--- config.mk ---
export PLATFORM = sky130hd
export DESIGN_NAME = uart_prog_loader
export DESIGN_NICKNAME = d
export VERILOG_FILES = /design/src/soc_mem_pkg.sv /design/src/uart_prog_loader.sv
export SDC_FILE = /design/constraint.sdc
export NUM_CORES = 1
export LEC_CHECK = 0
export BUFFER_PORTS_ARGS = -buffer_cell sky130_fd_sc_hd__buf_4
export CAP_MARGIN = 30
export CORE_ASPECT_RATIO = 0.8
export CORE_UTILIZATION = 57
export CTS_CLUSTER_DIAMETER = 80
export DETAILED_ROUTE_END_ITERATION = 6
export MAX_ROUTING_LAYER = met4
export PLACE_DENSITY = 0.79
export SETUP_SLACK_MARGIN = 0.15
export SYNTH_ARGS = -nofsm -noshare
export SYNTH_HDL_FRONTEND = slang
export SYNTH_SLANG_ARGS = --single-unit
--- constraint.sdc ---
create_clock -name clk_i -period 3 [get_ports clk_i]
set_input_delay 0.45 -clock clk_i [delete_from_list [all_inputs] [get_ports clk_i]]
set_output_delay 0.45 -clock clk_i [all_outputs]
set_load 0.03 [all_outputs]
--- src/soc_mem_pkg.sv ---
`default_nettype none

package soc_mem_pkg;

  ////////////////////////////////////////////////////
  // Address map
  ////////////////////////////////////////////////////
  localparam logic [31:0] RAM_BASE_ADDR = 32'h4000_0000;
  localparam logic [31:0] RAM_MASK_ADDR = 32'h000F_FFFF;
  localparam logic [31:0] TIMER_LO_ADDR = 32'h3000_0000;
  localparam logic [31:0] TIMER_HI_ADDR = 32'h3000_0004;

  // Simulation depth, window aliases above it
  localparam int RAM_WORDS  = 1024;
  localparam int RAM_ADDR_W = $clog2(RAM_WORDS);

  // Cycles between RAM request and ready
  localparam int RAM_DELAY = 16;

  ////////////////////////////////////////////////////
  // Program loader UART
  ////////////////////////////////////////////////////
  localparam int CLKS_PER_BIT = 8;
  localparam int UART_CNT_W   = $clog2(CLKS_PER_BIT);
  // Last count of a full bit and of half a bit
  localparam logic [UART_CNT_W-1:0] BIT_LAST  = UART_CNT_W'(CLKS_PER_BIT - 1);
  localparam logic [UART_CNT_W-1:0] HALF_LAST = UART_CNT_W'(CLKS_PER_BIT / 2 - 1);

  typedef enum logic [7:0] {PROG_CMD_LOAD = 8'hA5} prog_cmd_e;

  typedef enum logic [1:0] {LD_IDLE, LD_LEN_LO, LD_LEN_HI, LD_DATA} loader_state_e;
  typedef enum logic [1:0] {RX_IDLE, RX_START, RX_BITS, RX_STOP} rx_state_e;

  // Decoded target of a bus request
  typedef enum logic [1:0] {REG_NONE, REG_RAM, REG_TIMER_LO, REG_TIMER_HI} bus_region_e;

endpackage

`default_nettype wire

--- src/uart_prog_loader.sv ---
`timescale 1ns/1ps
`default_nettype none

module uart_prog_loader (
  input  wire                                 clk_i,
  input  wire                                 rst_n_i,
  input  wire                                 prog_rx_i,
  output logic [3:0]                          mem_strb_o,
  output logic [soc_mem_pkg::RAM_ADDR_W-1:0]  mem_addr_o,
  output logic [31:0]                         mem_wdata_o,
  output logic                                prog_mode_o,
  output logic                                sys_rst_n_o
);

  logic                                rx_meta_q;
  logic                                rx_sync_q;
  soc_mem_pkg::rx_state_e              rx_state_q;
  logic [soc_mem_pkg::UART_CNT_W-1:0]  bit_cnt_q;
  logic [2:0]                          bit_idx_q;
  logic [7:0]                          rx_shift_q;
  logic                                rx_valid_q;

  soc_mem_pkg::loader_state_e          ld_state_q;
  logic [15:0]                         len_q;
  logic [15:0]                         word_cnt_q;
  logic [1:0]                          byte_idx_q;
  logic [31:0]                         word_q;
  logic                                wr_q;
  logic                                prog_mode_q;

  ////////////////////////////////////////////////////
  // Serial receiver, 8N1
  ////////////////////////////////////////////////////
  // Two-flop synchronizer, line idles high
  always_ff @(posedge clk_i) begin
    if (!rst_n_i) begin
      rx_meta_q <= 1'b1;
      rx_sync_q <= 1'b1;
    end else begin
      rx_meta_q <= prog_rx_i;
      rx_sync_q <= rx_meta_q;
    end
  end

  always_ff @(posedge clk_i) begin
    if (!rst_n_i) begin
      rx_state_q <= soc_mem_pkg::RX_IDLE;
      bit_cnt_q  <= '0;
      bit_idx_q  <= 3'd0;
      rx_valid_q <= 1'b0;
    end else begin
      rx_valid_q <= 1'b0;
      bit_cnt_q  <= bit_cnt_q + 1'b1;
      case (rx_state_q)
        soc_mem_pkg::RX_IDLE: begin
          bit_cnt_q <= '0;
          if (!rx_sync_q) rx_state_q <= soc_mem_pkg::RX_START;
        end
        soc_mem_pkg::RX_START: begin
          // Middle of start bit, reject glitches
          if (bit_cnt_q == soc_mem_pkg::HALF_LAST) begin
            bit_cnt_q  <= '0;
            bit_idx_q  <= 3'd0;
            rx_state_q <= rx_sync_q ? soc_mem_pkg::RX_IDLE : soc_mem_pkg::RX_BITS;
          end
        end
        soc_mem_pkg::RX_BITS: begin
          if (bit_cnt_q == soc_mem_pkg::BIT_LAST) begin
            bit_cnt_q <= '0;
            bit_idx_q <= bit_idx_q + 3'd1;
            if (bit_idx_q == 3'd7) rx_state_q <= soc_mem_pkg::RX_STOP;
          end
        end
        default: begin
          // Mid stop bit, byte only kept on a good frame
          if (bit_cnt_q == soc_mem_pkg::BIT_LAST) begin
            rx_valid_q <= rx_sync_q;
            rx_state_q <= soc_mem_pkg::RX_IDLE;
          end
        end
      endcase
    end
  end

  // Data bits, LSB first
  always_ff @(posedge clk_i) begin
    if (rx_state_q == soc_mem_pkg::RX_BITS && bit_cnt_q == soc_mem_pkg::BIT_LAST) begin
      rx_shift_q <= {rx_sync_q, rx_shift_q[7:1]};
    end
  end

  ////////////////////////////////////////////////////
  // Command parser and RAM writer
  ////////////////////////////////////////////////////
  always_ff @(posedge clk_i) begin
    if (!rst_n_i) begin
      ld_state_q  <= soc_mem_pkg::LD_IDLE;
      prog_mode_q <= 1'b0;
      wr_q        <= 1'b0;
      byte_idx_q  <= 2'd0;
      word_cnt_q  <= 16'd0;
    end else begin
      case (ld_state_q)
        soc_mem_pkg::LD_IDLE: begin
          // Anything but the load command is dropped
          if (rx_valid_q && rx_shift_q == soc_mem_pkg::PROG_CMD_LOAD) begin
            ld_state_q  <= soc_mem_pkg::LD_LEN_LO;
            prog_mode_q <= 1'b1;
          end
        end
        soc_mem_pkg::LD_LEN_LO: begin
          if (rx_valid_q) ld_state_q <= soc_mem_pkg::LD_LEN_HI;
        end
        soc_mem_pkg::LD_LEN_HI: begin
          if (rx_valid_q) begin
            byte_idx_q <= 2'd0;
            word_cnt_q <= 16'd0;
            // Empty image, done right away
            if ({rx_shift_q, len_q[7:0]} == 16'd0) begin
              ld_state_q  <= soc_mem_pkg::LD_IDLE;
              prog_mode_q <= 1'b0;
            end else begin
              ld_state_q <= soc_mem_pkg::LD_DATA;
            end
          end
        end
        default: begin
          if (wr_q) begin
            // Word written this cycle
            wr_q       <= 1'b0;
            word_cnt_q <= word_cnt_q + 16'd1;
            if (word_cnt_q == len_q - 16'd1) begin
              ld_state_q  <= soc_mem_pkg::LD_IDLE;
              prog_mode_q <= 1'b0;
            end
          end else if (rx_valid_q) begin
            byte_idx_q <= byte_idx_q + 2'd1;
            if (byte_idx_q == 2'd3) wr_q <= 1'b1;
          end
        end
      endcase
    end
  end

  // Length and word payload
  always_ff @(posedge clk_i) begin
    if (rx_valid_q) begin
      if (ld_state_q == soc_mem_pkg::LD_LEN_LO) len_q[7:0] <= rx_shift_q;
      if (ld_state_q == soc_mem_pkg::LD_LEN_HI) len_q[15:8] <= rx_shift_q;
      // Little endian, first byte ends up in bits 7:0
      if (ld_state_q == soc_mem_pkg::LD_DATA) word_q <= {rx_shift_q, word_q[31:8]};
    end
  end

  assign mem_strb_o  = {4{wr_q}};
  assign mem_addr_o  = word_cnt_q[soc_mem_pkg::RAM_ADDR_W-1:0];
  assign mem_wdata_o = word_q;
  assign prog_mode_o = prog_mode_q;
  // Processor held while the image loads
  assign sys_rst_n_o = ~prog_mode_q;

endmodule

`default_nettype wire

Word-level counts from Yosys, hierarchy flattened
Index checks and enable logic that the tools add are counted.
{"block": "word_totals", "register_bits": 89, "inputBits": 3, "elab_cells": 105}
{"block": "op_classes", "n_addsub": 5, "eq_ne": 20, "n_mux": 36, "bitwise_logic": 5, "reduce_logical": 24}
{"operator": "two-way mux 16 bit", "n": 2}
{"operator": "case mux 16 bit (2 select lines)", "n": 1}
{"operator": "two-way mux 2 bit", "n": 15}
{"operator": "adder 16 x 1 -> 16 bit, second input constant", "n": 1}
{"operator": "equality test 16 bit", "n": 1}
{"operator": "logical NOT 16 bit", "n": 1}
{"operator": "inequality test 2 bit, second input constant", "n": 8}
{"operator": "subtractor 16 x 1 -> 16 bit, second input constant", "n": 1}
{"operator": "two-way mux 3 bit", "n": 4}
{"operator": "case mux 2 bit (3 select lines)", "n": 2}
{"operator": "AND reduction 5 bit", "n": 2}
{"operator": "case mux 3 bit (3 select lines)", "n": 1}
{"operator": "AND reduction 3 bit", "n": 3}
{"operator": "nonzero test 3 bit", "n": 3}
{"operator": "equality test 2 bit, second input constant", "n": 4}
{"operator": "equality test 8 bit, second input constant", "n": 1}
{"operator": "two-way mux 1 bit", "n": 8}
{"operator": "nonzero test 4 bit", "n": 2}
{"operator": "adder 3 x 1 -> 3 bit, second input constant", "n": 2}
{"operator": "equality test 3 bit, second input constant", "n": 2}
{"operator": "case mux 3 bit (2 select lines)", "n": 1}
{"operator": "AND reduction 2 bit", "n": 3}
{"operator": "AND reduction 6 bit", "n": 1}
{"operator": "NOT 1 bit", "n": 5}
{"operator": "12 further kinds", "n": 16}

Depth between registers and ports, before layout
{"block": "depth", "ltp_word": 5, "mapped_depth": 8, "depth_no_buf": 8}

Worst setup path after synthesis
No wires, ideal clock.
{"block": "synth_path", "kind": "register to register", "from": "reg ld_state_q[1]", "to": "reg word_q[0] (netlist: mem_wdata_o[0]) (enable)", "setup_time_ps": 393, "arrival_time_ps": 1702, "t_required_ps": 2607, "setup_slack_ps": 905, "stages_incl_launch_ff": 4, "n_path_buf": 2, "synth_period_minus_slack_ps": 2095, "path_cell_list": "dfxtp_1 > clkbuf_1 > clkbuf_1 > and3_1"}
{"block": "synth_between", "elab_chain_cells": 2}
{"item": "from (decl)", "line": "uart_prog_loader.sv:23", "source": "soc_mem_pkg::loader_state_e ld_state_q;"}
{"item": "from (signal assigned)", "line": "uart_prog_loader.sv:97", "source": "ld_state_q <= soc_mem_pkg::LD_IDLE;"}
{"item": "from (signal assigned)", "line": "uart_prog_loader.sv:107", "source": "ld_state_q <= soc_mem_pkg::LD_LEN_LO;"}
{"item": "from (signal assigned)", "line": "uart_prog_loader.sv:112", "source": "if (rx_valid_q) ld_state_q <= soc_mem_pkg::LD_LEN_HI;"}
{"item": "equality test 2 bit", "line": "uart_prog_loader.sv:151", "source": "if (ld_state_q == soc_mem_pkg::LD_DATA) word_q <= {rx_shift_q, word_q[31:8]};"}
{"item": "AND reduction 2 bit (no source line)"}
{"item": "to (signal assigned)", "line": "uart_prog_loader.sv:151"}
{"item": "to (decl)", "line": "uart_prog_loader.sv:27", "source": "logic [31:0] word_q;"}
Every way passes these cells.
A chain may end at the register's enable or synchronous reset.

Worst setup path in the final report
{"block": "layout_path", "from": "reg len_q[2]", "to": "reg ld_state_q[1]"}
{"block": "layout_between", "elab_chain_cells": 4, "word_cells_on_any_way": 8}
{"item": "from (decl)", "line": "uart_prog_loader.sv:24", "source": "logic [15:0] len_q;"}
{"item": "from (signal assigned)", "line": "uart_prog_loader.sv:148", "source": "if (ld_state_q == soc_mem_pkg::LD_LEN_LO) len_q[7:0] <= rx_shift_q;"}
{"item": "subtractor 16 x 1 -> 16 bit or logical NOT 16 bit (tied branches)", "line": "uart_prog_loader.sv:132, uart_prog_loader.sv:119"}
{"item": "equality test 16 bit or two-way mux 2 bit (tied branches)", "line": "uart_prog_loader.sv:132, uart_prog_loader.sv:119"}
{"item": "nonzero test 4 bit (no source line) or two-way mux 2 bit (tied branches)"}
{"item": "AND reduction 5 bit (no source line) or case mux 2 bit (3 select lines) (tied branches)"}
{"item": "to (signal assigned)", "line": "uart_prog_loader.sv:120", "source": "ld_state_q <= soc_mem_pkg::LD_IDLE;"}
{"item": "to (signal assigned)", "line": "uart_prog_loader.sv:123", "source": "ld_state_q <= soc_mem_pkg::LD_DATA;"}
{"item": "to (signal assigned)", "line": "uart_prog_loader.sv:133", "source": "ld_state_q <= soc_mem_pkg::LD_IDLE;"}
Several ways; a longest one is shown, not always the timed one. The select of a mux whose other input is x is not followed.

==> results.md <==
- The sequential group share of total power is 64.3%.
- In this run, synthesis inferred 56 flip-flops with an integrated enable.
- The worst endpoint data arrival time is 2820 ps.
- Per report_power, the combinational group accounts for 0.8% of the total.
- Routability-driven placement finished with a final weighted congestion of 0.884.
- The share of synthesized flip-flops with an asynchronous set or reset is 0%.
- The fraction of the yosys area taken by sequential cells is 58.4%.
- The wire length of the first global-routing pass is 11800 um.
- The total power per unit cell area is 443 nW/um^2.
- The core region is 6600 um^2.
- Synthesis handed over a netlist of 344 instances.
- The maximum buffer depth of the clock tree is 2.
- Clock tree synthesis selected as its root buffer the cell sky130_fd_sc_hd__clkbuf_8.
- The clock insertion delay at the later pin of the skew report is 350 ps.
- The layout overhead on the synthesized area is 12.7%.
- The synthesized design spends more area on one cell type than any other, namely sky130_fd_sc_hd__edfxtp_1.
- The HPWL after detailed placement is 5070 um.
- The die is 77.0 um tall.
- The most common cell after layout, fill and taps aside is sky130_fd_sc_hd__edfxtp_1.
- In this run, synthesis produced a sequential element count of 89.
- The number of fillers in the final layout is 489.
- The signal on the critical path passes through nor4_4 -> a21boi_1 -> a2111oi_0 -> a311oi_1 -> a2111oi_4 -> a41oi_1.
- The share of total power dissipated in the clock network is 34.9%.
- In this run the biggest area consumer among cell types represents 41.9% of the synthesized area.
- When the netlist entered floorplanning its net count stood at 358.
- The number of antenna diodes in the final layout is 0.
- The setup skew after layout is 5.81 ps.
- Of the cells placed in the final design, the portion with a size suffix greater than 1 is 18.4%.
- The average cell area after synthesis is 11.7 um^2.
- The transition time at the pin with the least slew margin is 717 ps.
- The first routing iteration left 140 violations.
- The width of the die is 95.8 um.
- Before antenna repair, the detailed router went through 5 iterations.
- The post-layout utilization of the core is 68.4%.
- Once the floorplan was initialized, standard cells occupied 60.7% of the core.
- The period utilization is 87.2%.
- The total overflow reported by the global router is 0.
- The die area is 7380 um^2.
- STA classifies the critical path startpoint as a register.
- The number of setup violations in the final report is 0.
- The routed layout has 2677 vias.
- The count of final max-slew check failures is 0.
- The slowest stage cell on the critical path is sky130_fd_sc_hd__nor4_4.
- In this run, CTS created clock tree buffers numbering 9.
- The type of the tightest min-delay check is input pin to register.
- For this run, design rule violations remaining after detail routing come to 0.
- The count of warnings emitted by yosys is 0.
- 51 I/O pins were placed.
- In the layout the commonest cells are sky130_fd_sc_hd__edfxtp_1 (56), sky130_fd_sc_hd__buf_4 (54), sky130_fd_sc_hd__dfxtp_1 (33).
- The internal portion of the total power is 1590 uW.
- The count of different cell masters after synthesis is 48.
- The tree built by TritonCTS fans out to 89 sinks.
- The number of buffers and inverters on the critical path is 0.
- The TritonCTS clock tree is built.
- The clock period minus final worst setup slack is 2620 ps.
- The number of global-route vias before repair is 2392.
- The maximum single-stage delay on the critical path is 630 ps.
- The pin count of the biggest net entering global routing is 34.
- Summed over all nets, the switching power comes to 411 uW.
- The port buffer count is 50.
- Broken down by cell family, the worst path's largest delay share belongs to compound AO/OA/AOI/OAI gates.
- Based on the critical path, the design can be clocked at up to 382 MHz.
- The global router's overall resource usage is 22.1%.
- The final setup TNS is 0 ps.
- Wires add up to 7390 um.
- The clock-pin slew on the worst setup and hold paths is 80 ps.
- The worst setup path is captured at a register.
- After layout, the design draws a total of 2000 uW.
- The final layout contains 395 nets.
- The tool flagged a number of max-cap violations equal to 0.
- The critical path in this run is classified as register to register.
- The leakage component of the power is 0.00160 uW.
- The detail-routed via count per cell is 5.70.
- The worst pin sits at a relative slew slack of 52.0%.
- The number of nets still failing antenna checks after routing is 0.
- Excluding fillers, the count of instances in the completed layout stands at 470.
- Across the VDD grid, the largest voltage drop is 0.262 mV.
- The H-tree was split into 3 levels.
- In this run the worst path has a maximum fanout of 12.
- The netlist area before placement is 4010 um^2.
- Sorting the synthesized cells by area gives the leading types as sky130_fd_sc_hd__edfxtp_1 (42%), sky130_fd_sc_hd__dfxtp_1 (16%), sky130_fd_sc_hd__xnor2_1 (4.6%).
- The total count of hold-check failures in the final report is 0.
- Setup repair after global routing left no endpoint under its margin.
- After detailed routing, the average wire length per cell comes to 15.7 um.
- The required time at the worst-slack endpoint is 3200 ps.
- In this run the core area contains 26 standard-cell rows.
- The flow ran to the end, and the final reports show no timing, DRC or antenna violations.
- The count of cells resized by post-cts repair is 0.
- Once the clock tree was built, the setup fixing pass inserted 0 buffers.
- The number of placed instances, taps included is 454.
- The predominant post-synthesis flop cell is sky130_fd_sc_hd__edfxtp_1.
- Buffers inserted to repair hold after CTS numbered 0.
- The switching power share of the total is 20.5%.
- The initial antenna violation count is 0.
## logic make-up (layout without fill, tap and decap cells)
kind of cell             count (synthesis)  after routing  share of synthesized area [%]
AND/OR/NAND/NOR                        127            127                           17.5
flip-flops                              89             89                           58.4
AO/OA/AOI/OAI                           44             44                           7.71
buffers and inverters                   37             79                           4.93
XOR/XNOR                                33             33                           7.21
adder cells (fa/ha/maj)                 11             11                           3.43
multiplexers                             3              3                          0.780
## power by group through the flow
stage | Combinational [uW] | Sequential, uW | Clock [uW]
after floorplan | 11.8 | 1320 | 0
after global placement | 15.0 | 1320 | 0
after detailed placement | 15.3 | 1320 | 0
after CTS | 15.2 | 1290 | 718
after global routing | 17.1 | 1290 | 771
final | 15.1 | 1290 | 700
## synth_stat cells (3+ instances only)
cell type and instances:
sky130_fd_sc_hd__edfxtp_1 56, sky130_fd_sc_hd__dfxtp_1 33, sky130_fd_sc_hd__nor2_1 23, sky130_fd_sc_hd__nand2_1 22
sky130_fd_sc_hd__xnor2_1 21, sky130_fd_sc_hd__buf_4 15, sky130_fd_sc_hd__nand3_1 14, sky130_fd_sc_hd__o21ai_0 12
sky130_fd_sc_hd__xor2_1 12, sky130_fd_sc_hd__clkbuf_1 11, sky130_fd_sc_hd__ha_1 11, sky130_fd_sc_hd__nand4_1 11
sky130_fd_sc_hd__inv_1 9, sky130_fd_sc_hd__and3_1 8, sky130_fd_sc_hd__nor2b_1 8, sky130_fd_sc_hd__a21oi_1 7
sky130_fd_sc_hd__nand2b_1 7, sky130_fd_sc_hd__nor3_1 6, sky130_fd_sc_hd__nor4_1 6, sky130_fd_sc_hd__a21boi_0 5
sky130_fd_sc_hd__and2_1 5, sky130_fd_sc_hd__a31oi_1 4, sky130_fd_sc_hd__nand4b_1 3, sky130_fd_sc_hd__nor3b_1 3
sky130_fd_sc_hd__or3_1 3
## metal layers
layer / global-route usage (%) / up-vias / routed length, um
met5: - / - / 0
met4: 5.82 / 0 / 51
met3: 7.64 / 4 / 489
met2: 33.6 / 102 / 3510
met1: 28.1 / 1267 / 3340
li1: - / 1304 / -
## state kept, by name, summed over array words and instances (netlist names)
signal	count
mem_wdata_o	32
rx_shift_q	8
word_cnt_q	16
rx_meta_q	1
rx_sync_q	1
ld_state_q	2
len_q	16
rx_valid_q	1
bit_cnt_q	3
wr_q	1
bit_idx_q	3
byte_idx_q	2
rx_state_q	2
prog_mode_o	1
## cell type report
cell class	instances	area [um^2]	share of cell area, %
multi-input combinational	218	1470	32.5
inverter	9	33.8	0.748
timing repair buffer	54	405	8.97
clock buffer	11	131	2.91
sequential	89	2340	51.8
clock inverter	5	31.3	0.692
tap	84	105	2.33
## through the flow
step | area, um^2 | setup slack [ps] | hold slack (ps)
2_1_floorplan | 4010 | 905 | 386
3_3_place_gp | 4360 | 511 | 391
3_5_place_dp | 4360 | 404 | 395
4_1_cts | 4520 | 406 | 266
5_1_grt | 4520 | 173 | 257
6_report | 4520 | 383 | 278
## path summary, 6_finish.rpt
check / start / endpoint / slack [ps] / cells after the start
max: len_q[2]$_DFFE_PP_ / ld_state_q[1]$_SDFFE_PN0P_ / 380 / 6
min: prog_rx_i / rx_meta_q$_SDFF_PN1_ / 280 / 2
max reg2reg: len_q[2]$_DFFE_PP_ / ld_state_q[1]$_SDFFE_PN0P_ / 380 / 6
min reg2reg: rx_meta_q$_SDFF_PN1_ / rx_sync_q$_SDFF_PN1_ / 420 / 1
Note: power is estimated with default switching activity, not from simulation.
