--- src/soc_mem_pkg.sv ---
`default_nettype none

package soc_mem_pkg;

  ////////////////////////////////////////////////////
  // Address map
  ////////////////////////////////////////////////////
  localparam logic [31:0] RAM_BASE_ADDR = 32'h4000_0000;
  localparam logic [31:0] RAM_MASK_ADDR = 32'h000F_FFFF;
  localparam logic [31:0] TIMER_LO_ADDR = 32'h3000_0000;
  localparam logic [31:0] TIMER_HI_ADDR = 32'h3000_0004;

  // Simulation depth, window aliases above it
  localparam int RAM_WORDS  = 1024;
  localparam int RAM_ADDR_W = $clog2(RAM_WORDS);

  // Cycles between RAM request and ready
  localparam int RAM_DELAY = 16;

  ////////////////////////////////////////////////////
  // Program loader UART
  ////////////////////////////////////////////////////
  localparam int CLKS_PER_BIT = 8;
  localparam int UART_CNT_W   = $clog2(CLKS_PER_BIT);
  // Last count of a full bit and of half a bit
  localparam logic [UART_CNT_W-1:0] BIT_LAST  = UART_CNT_W'(CLKS_PER_BIT - 1);
  localparam logic [UART_CNT_W-1:0] HALF_LAST = UART_CNT_W'(CLKS_PER_BIT / 2 - 1);

  typedef enum logic [7:0] {PROG_CMD_LOAD = 8'hA5} prog_cmd_e;

  typedef enum logic [1:0] {LD_IDLE, LD_LEN_LO, LD_LEN_HI, LD_DATA} loader_state_e;
  typedef enum logic [1:0] {RX_IDLE, RX_START, RX_BITS, RX_STOP} rx_state_e;

  // Decoded target of a bus request
  typedef enum logic [1:0] {REG_NONE, REG_RAM, REG_TIMER_LO, REG_TIMER_HI} bus_region_e;

endpackage

`default_nettype wire

--- src/iomem_bus_ctrl.sv ---
`timescale 1ns/1ps
`default_nettype none

module iomem_bus_ctrl (
  input  wire                                 clk_i,
  input  wire                                 rst_n_i,
  input  wire                                 cpu_rst_n_i,
  input  wire                                 iomem_valid_i,
  input  wire  [3:0]                          iomem_wstrb_i,
  input  wire  [31:0]                         iomem_addr_i,
  input  wire  [31:0]                         iomem_wdata_i,
  output logic                                iomem_ready_o,
  output logic [31:0]                         iomem_rdata_o,
  output logic [3:0]                          ram_strb_o,
  output logic [soc_mem_pkg::RAM_ADDR_W-1:0]  ram_addr_o,
  output logic [31:0]                         ram_wdata_o,
  output logic                                ram_rd_en_o,
  input  wire  [31:0]                         ram_rdata_i
);

  soc_mem_pkg::bus_region_e          region;
  logic                              ram_hit;
  logic                              ram_req_q;
  logic [soc_mem_pkg::RAM_DELAY-1:0] ram_shift_q;
  logic [63:0]                       timer_q;

  ////////////////////////////////////////////////////
  // Address decode
  ////////////////////////////////////////////////////
  always_comb begin
    region = soc_mem_pkg::REG_NONE;
    if (iomem_valid_i) begin
      if ((iomem_addr_i & ~soc_mem_pkg::RAM_MASK_ADDR) == soc_mem_pkg::RAM_BASE_ADDR) begin
        region = soc_mem_pkg::REG_RAM;
      end else if (iomem_addr_i == soc_mem_pkg::TIMER_LO_ADDR) begin
        region = soc_mem_pkg::REG_TIMER_LO;
      end else if (iomem_addr_i == soc_mem_pkg::TIMER_HI_ADDR) begin
        region = soc_mem_pkg::REG_TIMER_HI;
      end
    end
  end

  assign ram_hit = (region == soc_mem_pkg::REG_RAM);

  // RAM port, strobe only for RAM window hits
  assign ram_strb_o  = ram_hit ? iomem_wstrb_i : 4'b0000;
  assign ram_rd_en_o = ram_hit & ~(|iomem_wstrb_i);
  // Word address, window aliases on RAM depth
  assign ram_addr_o  = iomem_addr_i[soc_mem_pkg::RAM_ADDR_W+1:2];
  assign ram_wdata_o = iomem_wdata_i;

  ////////////////////////////////////////////////////
  // RAM latency
  ////////////////////////////////////////////////////
  // Pending RAM request, high from cycle 1 until ready
  always_ff @(posedge clk_i) begin
    if (!cpu_rst_n_i) begin
      ram_req_q <= 1'b0;
    end else begin
      ram_req_q <= ram_hit & ~iomem_ready_o;
    end
  end

  // Request bit walks to the top in cycle RAM_DELAY+1
  always_ff @(posedge clk_i) begin
    if (!rst_n_i) begin
      ram_shift_q <= '0;
    end else if (ram_hit && iomem_ready_o) begin
      // Transfer accepted, start over for next request
      ram_shift_q <= '0;
    end else begin
      ram_shift_q <= {ram_shift_q[soc_mem_pkg::RAM_DELAY-2:0], ram_req_q};
    end
  end

  ////////////////////////////////////////////////////
  // Cycle timer
  ////////////////////////////////////////////////////
  always_ff @(posedge clk_i) begin
    if (!cpu_rst_n_i) begin
      timer_q <= 64'd0;
    end else begin
      timer_q <= timer_q + 64'd1;
    end
  end

  // Timer and unmapped answer at once, RAM after the delay line
  assign iomem_ready_o = ram_shift_q[soc_mem_pkg::RAM_DELAY-1] |
                         (iomem_valid_i & ~ram_hit);

  // Read data select
  always_comb begin
    case (region)
      soc_mem_pkg::REG_RAM:      iomem_rdata_o = ram_rdata_i;
      soc_mem_pkg::REG_TIMER_LO: iomem_rdata_o = timer_q[31:0];
      soc_mem_pkg::REG_TIMER_HI: iomem_rdata_o = timer_q[63:32];
      default:                   iomem_rdata_o = 32'd0;
    endcase
  end

endmodule

`default_nettype wire

--- config.mk ---
export PLATFORM = sky130hd
export DESIGN_NAME = iomem_bus_ctrl
export DESIGN_NICKNAME = d
export VERILOG_FILES = /design/src/soc_mem_pkg.sv /design/src/iomem_bus_ctrl.sv
export SDC_FILE = /design/constraint.sdc
export NUM_CORES = 1
export LEC_CHECK = 0
export ABC_AREA = 1
export BUFFER_PORTS_ARGS = -buffer_cell sky130_fd_sc_hd__buf_4
export CORE_ASPECT_RATIO = 0.8
export CORE_MARGIN = 2
export CORE_UTILIZATION = 45
export CTS_CLUSTER_SIZE = 28
export DETAILED_ROUTE_END_ITERATION = 16
export PLACE_DENSITY_LB_ADDON = 0.12
export SYNTH_ARGS = -nofsm -noshare
export SYNTH_HDL_FRONTEND = slang
export SYNTH_SLANG_ARGS = --single-unit
--- constraint.sdc ---
create_clock -name clk_i -period 2.8 [get_ports clk_i]
set_input_delay 0.56 -clock clk_i [delete_from_list [all_inputs] [get_ports clk_i]]
set_output_delay 0.56 -clock clk_i [all_outputs]
set_load 0.1 [all_outputs]
# ---- Word-level counts from Yosys, hierarchy flattened
# Cells that the tools add are included.
dict set report op_classes {
  n_eq_ne 6
  n_reduce_logical 3
  add_sub_neg 1
  mux 6
  bitwise_logic 8
}
# op count
set op_table {}
lappend op_table {{case mux 32 bit (3 select lines)} 1}
lappend op_table {{adder 64 x 1 -> 64 bit, second input constant} 1}
lappend op_table {{equality test 32 x 30 -> 1 bit, second input constant} 2}
lappend op_table {{equality test 12 x 11 -> 1 bit, second input constant} 1}
lappend op_table {{two-way mux 2 bit} 4}
lappend op_table {{equality test 2 bit, second input constant} 2}
lappend op_table {{two-way mux 4 bit} 1}
lappend op_table {{NOT 1 bit} 4}
lappend op_table {{OR reduction 4 bit} 1}
lappend op_table {{bitwise AND 1 bit} 3}
lappend op_table {{equality test 2 x 1 -> 1 bit, second input constant} 1}
lappend op_table {{OR reduction 2 bit} 1}
lappend op_table {{logical AND 1 bit} 1}
lappend op_table {{OR 1 bit} 1}
dict set report totals {
  output_inout_bits 80
  in_bits 104
  wordCells 27
  ff_bits 81
}

# ---- Longest topological paths before layout
# Gate-level depths: netlist of the first run.
dict set report logic_depth {
  depth_word 11
  depth_mapped 11
  mapped_depth_nobuf 11
}

# ---- Worst setup path before layout of the first run
# No wires, ideal clock.
dict set report synth_path {
  kind {input to output}
  startpoint {input port iomem_addr_i[27]}
  endpoint {output port iomem_rdata_o[11]}
  t_required_ns 2.240
  slack_ns -1.194
  stages 9
  n_path_buf 0
  arrival_time_ns 3.434
  cell_sequence {nor2_1 nand2_1 nor2_2 inv_1 nor2_2 nand2_1 nor2_4 nand2_2 o21ai_0}
}
dict set report synth_via {
  elab_chain_cells 7
  word_cells_on_any_way 11
  classes_between {eq/ne (6); mux (5)}
}
# item line
set synth_rtl {}
lappend synth_rtl {{from (decl)} iomem_bus_ctrl.sv:10} ;# input wire [31:0] iomem_addr_i,
lappend synth_rtl {{equality test 32 x 30 -> 1 bit} iomem_bus_ctrl.sv:37} ;# end else if (iomem_addr_i == soc_mem_pkg::TIMER_HI_ADDR) begin
lappend synth_rtl {{two-way mux 2 bit} iomem_bus_ctrl.sv:37}
lappend synth_rtl {{two-way mux 2 bit} iomem_bus_ctrl.sv:35} ;# end else if (iomem_addr_i == soc_mem_pkg::TIMER_LO_ADDR) begin
lappend synth_rtl {{two-way mux 2 bit *} iomem_bus_ctrl.sv:33} ;# if ((iomem_addr_i & ~soc_mem_pkg::RAM_MASK_ADDR) == soc_mem_pkg::RAM_BASE_ADDR) begin
lappend synth_rtl {{two-way mux 2 bit *} iomem_bus_ctrl.sv:32} ;# if (iomem_valid_i) begin
lappend synth_rtl {{equality test 2 bit or equality test 2 x 1 -> 1 bit (tied branches)} iomem_bus_ctrl.sv:93} ;# case (region)
lappend synth_rtl {{case mux 32 bit (3 select lines) *} iomem_bus_ctrl.sv:93}
lappend synth_rtl {{to (decl)} iomem_bus_ctrl.sv:13} ;# output logic [31:0] iomem_rdata_o,
# Every way passes the cells marked *; elsewhere a longest branch is shown, timed or not.

# ---- Worst setup path in the final report of the first run
dict set report layout_path {
  startpoint {input port iomem_addr_i[1]}
  endpoint {output port iomem_rdata_o[4]}
}
dict set report layout_via {
  elab_chain_cells 7
  word_cells_on_any_way 10
  classes_between {eq/ne (5); mux (5)}
}
# item line
set layout_rtl {}
lappend layout_rtl {{equality test 32 x 30 -> 1 bit} iomem_bus_ctrl.sv:37}
lappend layout_rtl {{two-way mux 2 bit} iomem_bus_ctrl.sv:37}
lappend layout_rtl {{two-way mux 2 bit *} iomem_bus_ctrl.sv:35}
lappend layout_rtl {{two-way mux 2 bit *} iomem_bus_ctrl.sv:33}
lappend layout_rtl {{two-way mux 2 bit *} iomem_bus_ctrl.sv:32}
lappend layout_rtl {{equality test 2 bit or equality test 2 x 1 -> 1 bit (tied branches)} iomem_bus_ctrl.sv:93}
lappend layout_rtl {{case mux 32 bit (3 select lines) *} iomem_bus_ctrl.sv:93}
# Marks and branches as above.

==> flow_metrics.env, run 1 <==
export IMPL_p_leak_nw=2.50
export IMPL_r2r_start="timer_q[0]"
export IMPL_timing_fmax_ghz=0.374
export IMPL_r2r_cells=6
export IMPL_routed_via_density=5.15
export IMPL_antenna_found_initial=0
export IMPL_grt_first_pass_wirelength_mm=28.2
export IMPL_pwr_share_seq_pct=44.5
export IMPL_powerDensity_nw_per_um2=378
export IMPL_num_vias=5901
export IMPL_root_buffer="clkbuf_16"
export IMPL_grt_max_degree=30
export IMPL_crit_type="in2out"
export IMPL_totalWireLength_mm=17.9
export IMPL_synth_area_leaders="dfxtp_1 (29%), nand2_1 (15%), nor2_1 (9.0%)"
export IMPL_synth_cell_types=32
export IMPL_switchingPower_mw=0.658
export IMPL_ys_seq_elements=81
export IMPL_slew_viol_final=0
export IMPL_relSlewSlack_pct=67.3
export IMPL_routedWlPerCell_um=15.6
export IMPL_ant_nets=0
export IMPL_htree_levels=3
export IMPL_fin_skew_ns=0.00634
export IMPL_setup_worst_path_start="iomem_addr_i[1]"
export IMPL_min_delay_start="ram_shift_q[10]"
export IMPL_nFillCells=1233
export IMPL_drc_errors=0
export IMPL_final_area_um2=6900
export IMPL_synth_nets=1011
export IMPL_worst_pin_slew_ns=0.487
export IMPL_r2r_slack_ns=0.80
export IMPL_cts_reportedPaths_clkPinSlew_ns=0.07
export IMPL_placed_cell_area_um2=6470
export IMPL_grt_ovfl_total=0
export IMPL_p_int_mw=1.95
export IMPL_place_hpwl_mm=14.5
export IMPL_cp_arrival_ns=2.11
export IMPL_cp_end_kind="output pin"
export IMPL_clk_latency_ns=0.34
export IMPL_cts_tree="done"
export IMPL_cts_hold_buffers=0
export IMPL_tns_ns=0
export IMPL_yosys_area_top_type="dfxtp_1"
export IMPL_clock_sinks=81
export IMPL_first_global_vias=5317
export IMPL_syn_to_final_growth_pct=24.3
export IMPL_p_sw_share_pct=25.2
export IMPL_cts_buffers=9
export IMPL_drt_initial_drc_count=447
export IMPL_critPathLaunchType="input pin"
export IMPL_clock_path_buffers=2
export IMPL_drive_gt1_share_pct=21.2
export IMPL_placementRows=36
export IMPL_synth_top_area_share_pct=29.2
export IMPL_die_h_um=103
export IMPL_syn_area_per_cell_um2=6.13
export IMPL_utilization_pct=56.9
export IMPL_synthesis_area_um2=5550
export IMPL_crit_path_end="iomem_rdata_o[4]"
export IMPL_place_port_buffers=119
export IMPL_preCtsSetupSlack_ns=0.0243
export IMPL_multiInputGateArea_um2=3160
export IMPL_syn_inst=906
export IMPL_fin_crit_ns=2.67
export IMPL_start_util_pct=45.8
export IMPL_timing_rr_end="timer_q[22]"
export IMPL_yosys_warnings=0
export IMPL_ir_drop_v=0.000285
export IMPL_gp_congestion=1.03
export IMPL_min_path_type="reg2reg"
export IMPL_core_um2=12100
export IMPL_fp_dieW_um=128
export IMPL_required_ns=2.24
export IMPL_seq_area_frac_synth_pct=29.2
export IMPL_setup_viol_count_final=0
export IMPL_finalHoldViolCount=0
export IMPL_status="finished clean"
export IMPL_first_pass_iters=7
export IMPL_clock_power_share_pct=47.6
export IMPL_worstPathMaxFanout=13
export IMPL_worst_slack_ns=0.127
export IMPL_nNetsFinal=1094
export IMPL_pin_count=184
export IMPL_antennaDiodeCount=0
export IMPL_grt_total_usage_pct=27.5
export IMPL_pwr_share_comb_pct=7.9
export IMPL_die_area_um2=13200
export IMPL_finalCritPeriodShare_pct=95.4
export IMPL_max_cap_violations=0
export IMPL_seqCellArea_um2=1620
## cells in the mapped netlist
master    count
nand2_1     216
nor2_1      133
inv_1       120
dfxtp_1      81
nand3_1      74
a21oi_1      53
buf_4        44
nor3_1       37
nand4_1      25
o21ai_0      24
a22oi_1      18
nor2_2       13
o21ai_2      10
nand2_2       9
buf_2         8
nor2_4        7
clkbuf_1      5
inv_2         5
nor3_2        5
or2_0         3
buf_1         2
nor3_4        2
or2_2         2
xor2_1        2
a211oi_1      1
buf_6         1
ha_1          1
nand3_2       1
nor3b_2       1
o21a_1        1
o21ai_4       1
xnor2_1       1
## worst min path at each step
stage | endpoint | slack (ns) | depth (start not counted)
2_1_floorplan | ram_shift_q[0] | 0.39 | 2
3_3_place_gp | ram_shift_q[12] | 0.40 | 2
3_5_place_dp | ram_shift_q[5] | 0.40 | 2
4_1_cts | ram_shift_q[8] | 0.41 | 2
5_1_grt | ram_shift_q[9] | 0.42 | 2
6_report | ram_shift_q[11] | 0.41 | 2
## metrics by stage
stage,hold slack (ns),cells,power (mW)
after detailed placement,0.400,1128,1.39
after global routing,0.422,1146,2.68
after floorplan,0.394,906,1.52
final,0.409,1146,2.61
after CTS,0.409,1144,2.62
after global placement,0.395,1128,1.39
## timing repair
item,CTS,global route
setup buffers,0,2
gates resized for setup,0,28
endpoints found under the setup margin,0,29
## layout by cell type, fill, tap and decap left out, types with 2 or more instances in the layout
cell       netlist  final
nor2_4           7      7
buf_4           44    101
a21oi_1         53     53
buf_12           0      5
nor3_2           5      5
nand4_1         25     25
o21ai_1          0      2
nor2_1         133    129
dfxtp_1         81     81
o21ai_2         10      2
o21ai_4          1     11
clkbuf_16        0      9
nor3_4           2      3
buf_6            1     26
or2_0            3      3
o21ai_0         24     20
a22oi_1         18     18
inv_2            5      5
nand2_1        216    216
nor2_2          13     17
or2_2            2      2
nand2_2          9      9
inv_1          120    120
inv_8            0      2
nand3_1         74     74
clkinv_4         0      2
xor2_1           2      2
nor3_1          37     36
## power groups by stage
stage	registers (mW)	clock network, mW	logic, mW
CTS	1.16	1.25	0.207
finish	1.16	1.24	0.206
global route	1.16	1.30	0.220
floorplan	1.19	0	0.331
detailed placement	1.19	0	0.206
global placement	1.19	0	0.205
## metal layers
layer / part of all wire, % / track usage, % / up-vias
met5: 0 / 0 / -
met1: 47 / 38.7 / 2625
met4: 1.6 / 6.59 / 0
li1: - / - / 3029
met2: 43 / 44.1 / 225
met3: 8.2 / 4.78 / 22
## area by class of cell
type | count | area share [%]
clock inverter | 7 | 1.25
tap | 152 | 2.76
clock buffer | 9 | 3.26
multi-input combinational | 640 | 45.7
inverter | 125 | 6.80
sequential | 81 | 23.5
timing repair buffer | 132 | 16.7
## cell families after synthesis
kind of cell,share of synthesized area [%]
and+or+nand+nor,42.8
xor gates and xnor gates,0.473
DFF,29.2
AOI/OAI and AO/OA,11.5
adders and majority gates,0.225
buffers and inverters,15.8
## flip-flops by register name, indices dropped and copies added (netlist names)
name / cells
timer_q: 64
ram_shift_q: 16
ram_req_q: 1
## worst max-delay path, cell delays in order
cell     delay, ns
buf_4         0.11
nor2_1        0.19
nand2_1       0.12
nor2_1        0.10
nor2_1        0.04
nand2_1       0.09
nor2_4        0.07
nor2_4        0.12
buf_4         0.24
nand3_1       0.09
nand3_1       0.08
buf_4         0.29
Power figures use the tool's default switching activity.
==> run 2: changes to the inputs <==
--- a/config.mk
+++ b/config.mk
@@ -9,10 +9,10 @@
 export BUFFER_PORTS_ARGS = -buffer_cell sky130_fd_sc_hd__buf_4
 export CORE_ASPECT_RATIO = 0.8
 export CORE_MARGIN = 2
-export CORE_UTILIZATION = 45
+export CORE_UTILIZATION = 25
 export CTS_CLUSTER_SIZE = 28
 export DETAILED_ROUTE_END_ITERATION = 16
-export PLACE_DENSITY_LB_ADDON = 0.12
+export PLACE_DENSITY_LB_ADDON = 0.15
 export SYNTH_ARGS = -nofsm -noshare
 export SYNTH_HDL_FRONTEND = slang
 export SYNTH_SLANG_ARGS = --single-unit
==> constraint.sdc (replaced) <==
create_clock -name clk_i -period 2.4 [get_ports clk_i]
set_input_delay 0.48 -clock clk_i [delete_from_list [all_inputs] [get_ports clk_i]]
set_output_delay 0.48 -clock clk_i [all_outputs]
set_load 0.1 [all_outputs]
==> run 2 against run 1 <==
Against the previous run: register-to-register slack got worse by 0.44 ns; sequential share of layout area fell by 3.4 points; the run now ends with negative setup slack left; worst setup slack worse by 0.15 ns; power is 16% higher; non-clock buffer count increased by 19; largest power group unchanged; clock power up 13%; highest routed layer unchanged; sequential cell count stayed put; critical path type unchanged.
==> flow_metrics.env, run 2 (same netlist as run 1, synthesis figures left out) <==
export IMPL_status="finished, violations left"
export IMPL_violations="negative setup slack"
export IMPL_ant_nets=0
export IMPL_utilization_pct=37.1
export IMPL_place_port_buffers=119
export IMPL_setup_worst_path_start="iomem_addr_i[9]"
export IMPL_pin_count=184
export IMPL_max_cap_violations=0
export IMPL_start_util_pct=25.6
export IMPL_drive_gt1_share_pct=28.8
export IMPL_grt_first_pass_wirelength_mm=32.2
export IMPL_r2r_start="timer_q[26]"
export IMPL_antennaDiodeCount=0
export IMPL_cp_end_kind="output pin"
export IMPL_critPathLaunchType="input pin"
export IMPL_worstPathMaxFanout=6
export IMPL_top_register="timer_q"
export IMPL_placementRows=48
export IMPL_r2r_cells=7
export IMPL_hold_slack_ns=0.409
export IMPL_r2r_slack_ns=0.36
export IMPL_die_area_um2=23400
export IMPL_htree_levels=3
export IMPL_routed_via_density=4.59
export IMPL_p_leak_nw=2.76
export IMPL_worst_pin_slew_ns=0.603
export IMPL_rsz0062_at_grt="yes"
export IMPL_biggestRegsByFlops="timer_q x64, ram_shift_q x16, ram_req_q x1"
export IMPL_first_global_vias=5548
export IMPL_place_inst=1294
export IMPL_fin_crit_ns=2.42
export IMPL_timing_fmax_ghz=0.413
export IMPL_routedWlPerCell_um=15.9
export IMPL_clock_path_buffers=2
export IMPL_grt_total_usage_pct=18.3
export IMPL_place_hpwl_mm=17.2
export IMPL_totalPowerFinal_mw=3.04
export IMPL_required_ns=1.92
export IMPL_largest_reg_flops=64
export IMPL_cts_tree="done"
export IMPL_min_delay_start="ram_shift_q[12]"
export IMPL_finalCritPeriodShare_pct=101
export IMPL_drc_errors=0
export IMPL_grt_ovfl_total=0
export IMPL_nNetsFinal=1113
export IMPL_fin_skew_ns=0.0109
export IMPL_cts_reportedPaths_clkPinSlew_ns=0.07
export IMPL_grt_max_degree=33
export IMPL_ir_drop_v=0.000315
export IMPL_crit_type="in2out"
export IMPL_die_h_um=137
export IMPL_num_vias=6027
export IMPL_syn_to_final_growth_pct=45.0
export IMPL_relSlewSlack_pct=59.5
export IMPL_first_pass_iters=6
export IMPL_setup_viol_count_final=10
export IMPL_cts_buffers=9
export IMPL_clk_latency_ns=0.36
export IMPL_layout_common_cells="nand2_1 (202), inv_1 (115), nor2_1 (115), buf_4 (90), dfxtp_1 (81)"
export IMPL_final_cells=1313
export IMPL_root_buffer="clkbuf_16"
export IMPL_cp_arrival_ns=1.94
export IMPL_slew_viol_final=0
export IMPL_min_path_type="reg2reg"
export IMPL_crit_path_end="iomem_rdata_o[0]"
export IMPL_final_common_cell="nand2_1"
export IMPL_preCtsSetupSlack_ns=-0.190
export IMPL_powerDensity_nw_per_um2=377
export IMPL_cts_hold_buffers=0
export IMPL_antenna_found_initial=0
export IMPL_worst_slack_ns=-0.0223
export IMPL_timing_rr_end="timer_q[57]"
export IMPL_fp_dieW_um=171
export IMPL_clock_sinks=81
export IMPL_finalHoldViolCount=0
export IMPL_gp_congestion=0.940
export IMPL_totalWireLength_mm=20.9
export IMPL_core_um2=21700
export IMPL_drt_initial_drc_count=444
run 2: cell types whose count changed in the layout (fill, tap and decap cells not counted), moves of 9 or more:
| cell | before | now |
|---|---|---|
| nand2_1 | 216 | 202 |
| nand3_1 | 74 | 49 |
| nand3_4 | 0 | 9 |
| buf_4 | 101 | 90 |
| nand2_2 | 9 | 19 |
| nor2_4 | 7 | 20 |
| nand3_2 | 1 | 17 |
| buf_12 | 5 | 39 |
| nor2_1 | 129 | 115 |
run 2: where the power goes:
| group | switching (mW) | internal [mW] |
|---|---|---|
| registers | 0.00629 | 1.35 |
| clock network | 0.671 | 0.733 |
| logic | 0.159 | 0.120 |
run 2: critical path, stage by stage:
cell and delay (ns):
buf_4 0.11, nor2_1 0.09, nand2_1 0.07, nor2_2 0.14, nand3_1 0.14, nor2_4 0.20
nor2_4 0.05, buf_8 0.13, buf_4 0.17, nand3_2 0.08, nand3_2 0.10, buf_12 0.18
run 2: what timing repair did:
action,4_1_cts,5_1_grt
setup endpoints to repair,37,37
resized for setup,129,61
buffers inserted,2,3
hold endpoints to repair,0,0
pin swaps,31,25
run 2: layout make-up:
type	count	area [µm²]
Fill cell	2314	13600
Multi-Input combinational cell	640	3560
Timing Repair Buffer	151	1710
Sequential cell	81	1620
Inverter	125	489
Tap cell	300	375
Clock buffer	9	225
Clock inverter	7	66.3
run 2: through the flow:
| step | TNS [ns] | cell area (µm²) |
|---|---|---|
| after floorplan | -1.25 | 5780 |
| after global placement | -5.08 | 6920 |
| after detailed placement | -5.11 | 6920 |
| after CTS | -1.13 | 7780 |
| after global routing | -2.56 | 8050 |
| final | -0.0643 | 8050 |
run 2: metal layers:
metal	up-vias	track usage, %	wire (µm)
met1	2763	28.5	10900
li1	3085	-	-
met3	16	3.19	1180
met2	163	26.1	8630
met5	-	0	0
met4	0	3.37	191
run 2: how the worst min path moves through the flow:
stage                       to  slack [ns]  cells past startpoint
2_1_floorplan   ram_shift_q[0]        0.39                      2
3_3_place_gp   ram_shift_q[11]        0.40                      2
3_5_place_dp    ram_shift_q[2]        0.40                      2
4_1_cts             timer_q[1]        0.40                      3
5_1_grt         ram_shift_q[8]        0.42                      2
6_report       ram_shift_q[13]        0.41                      2
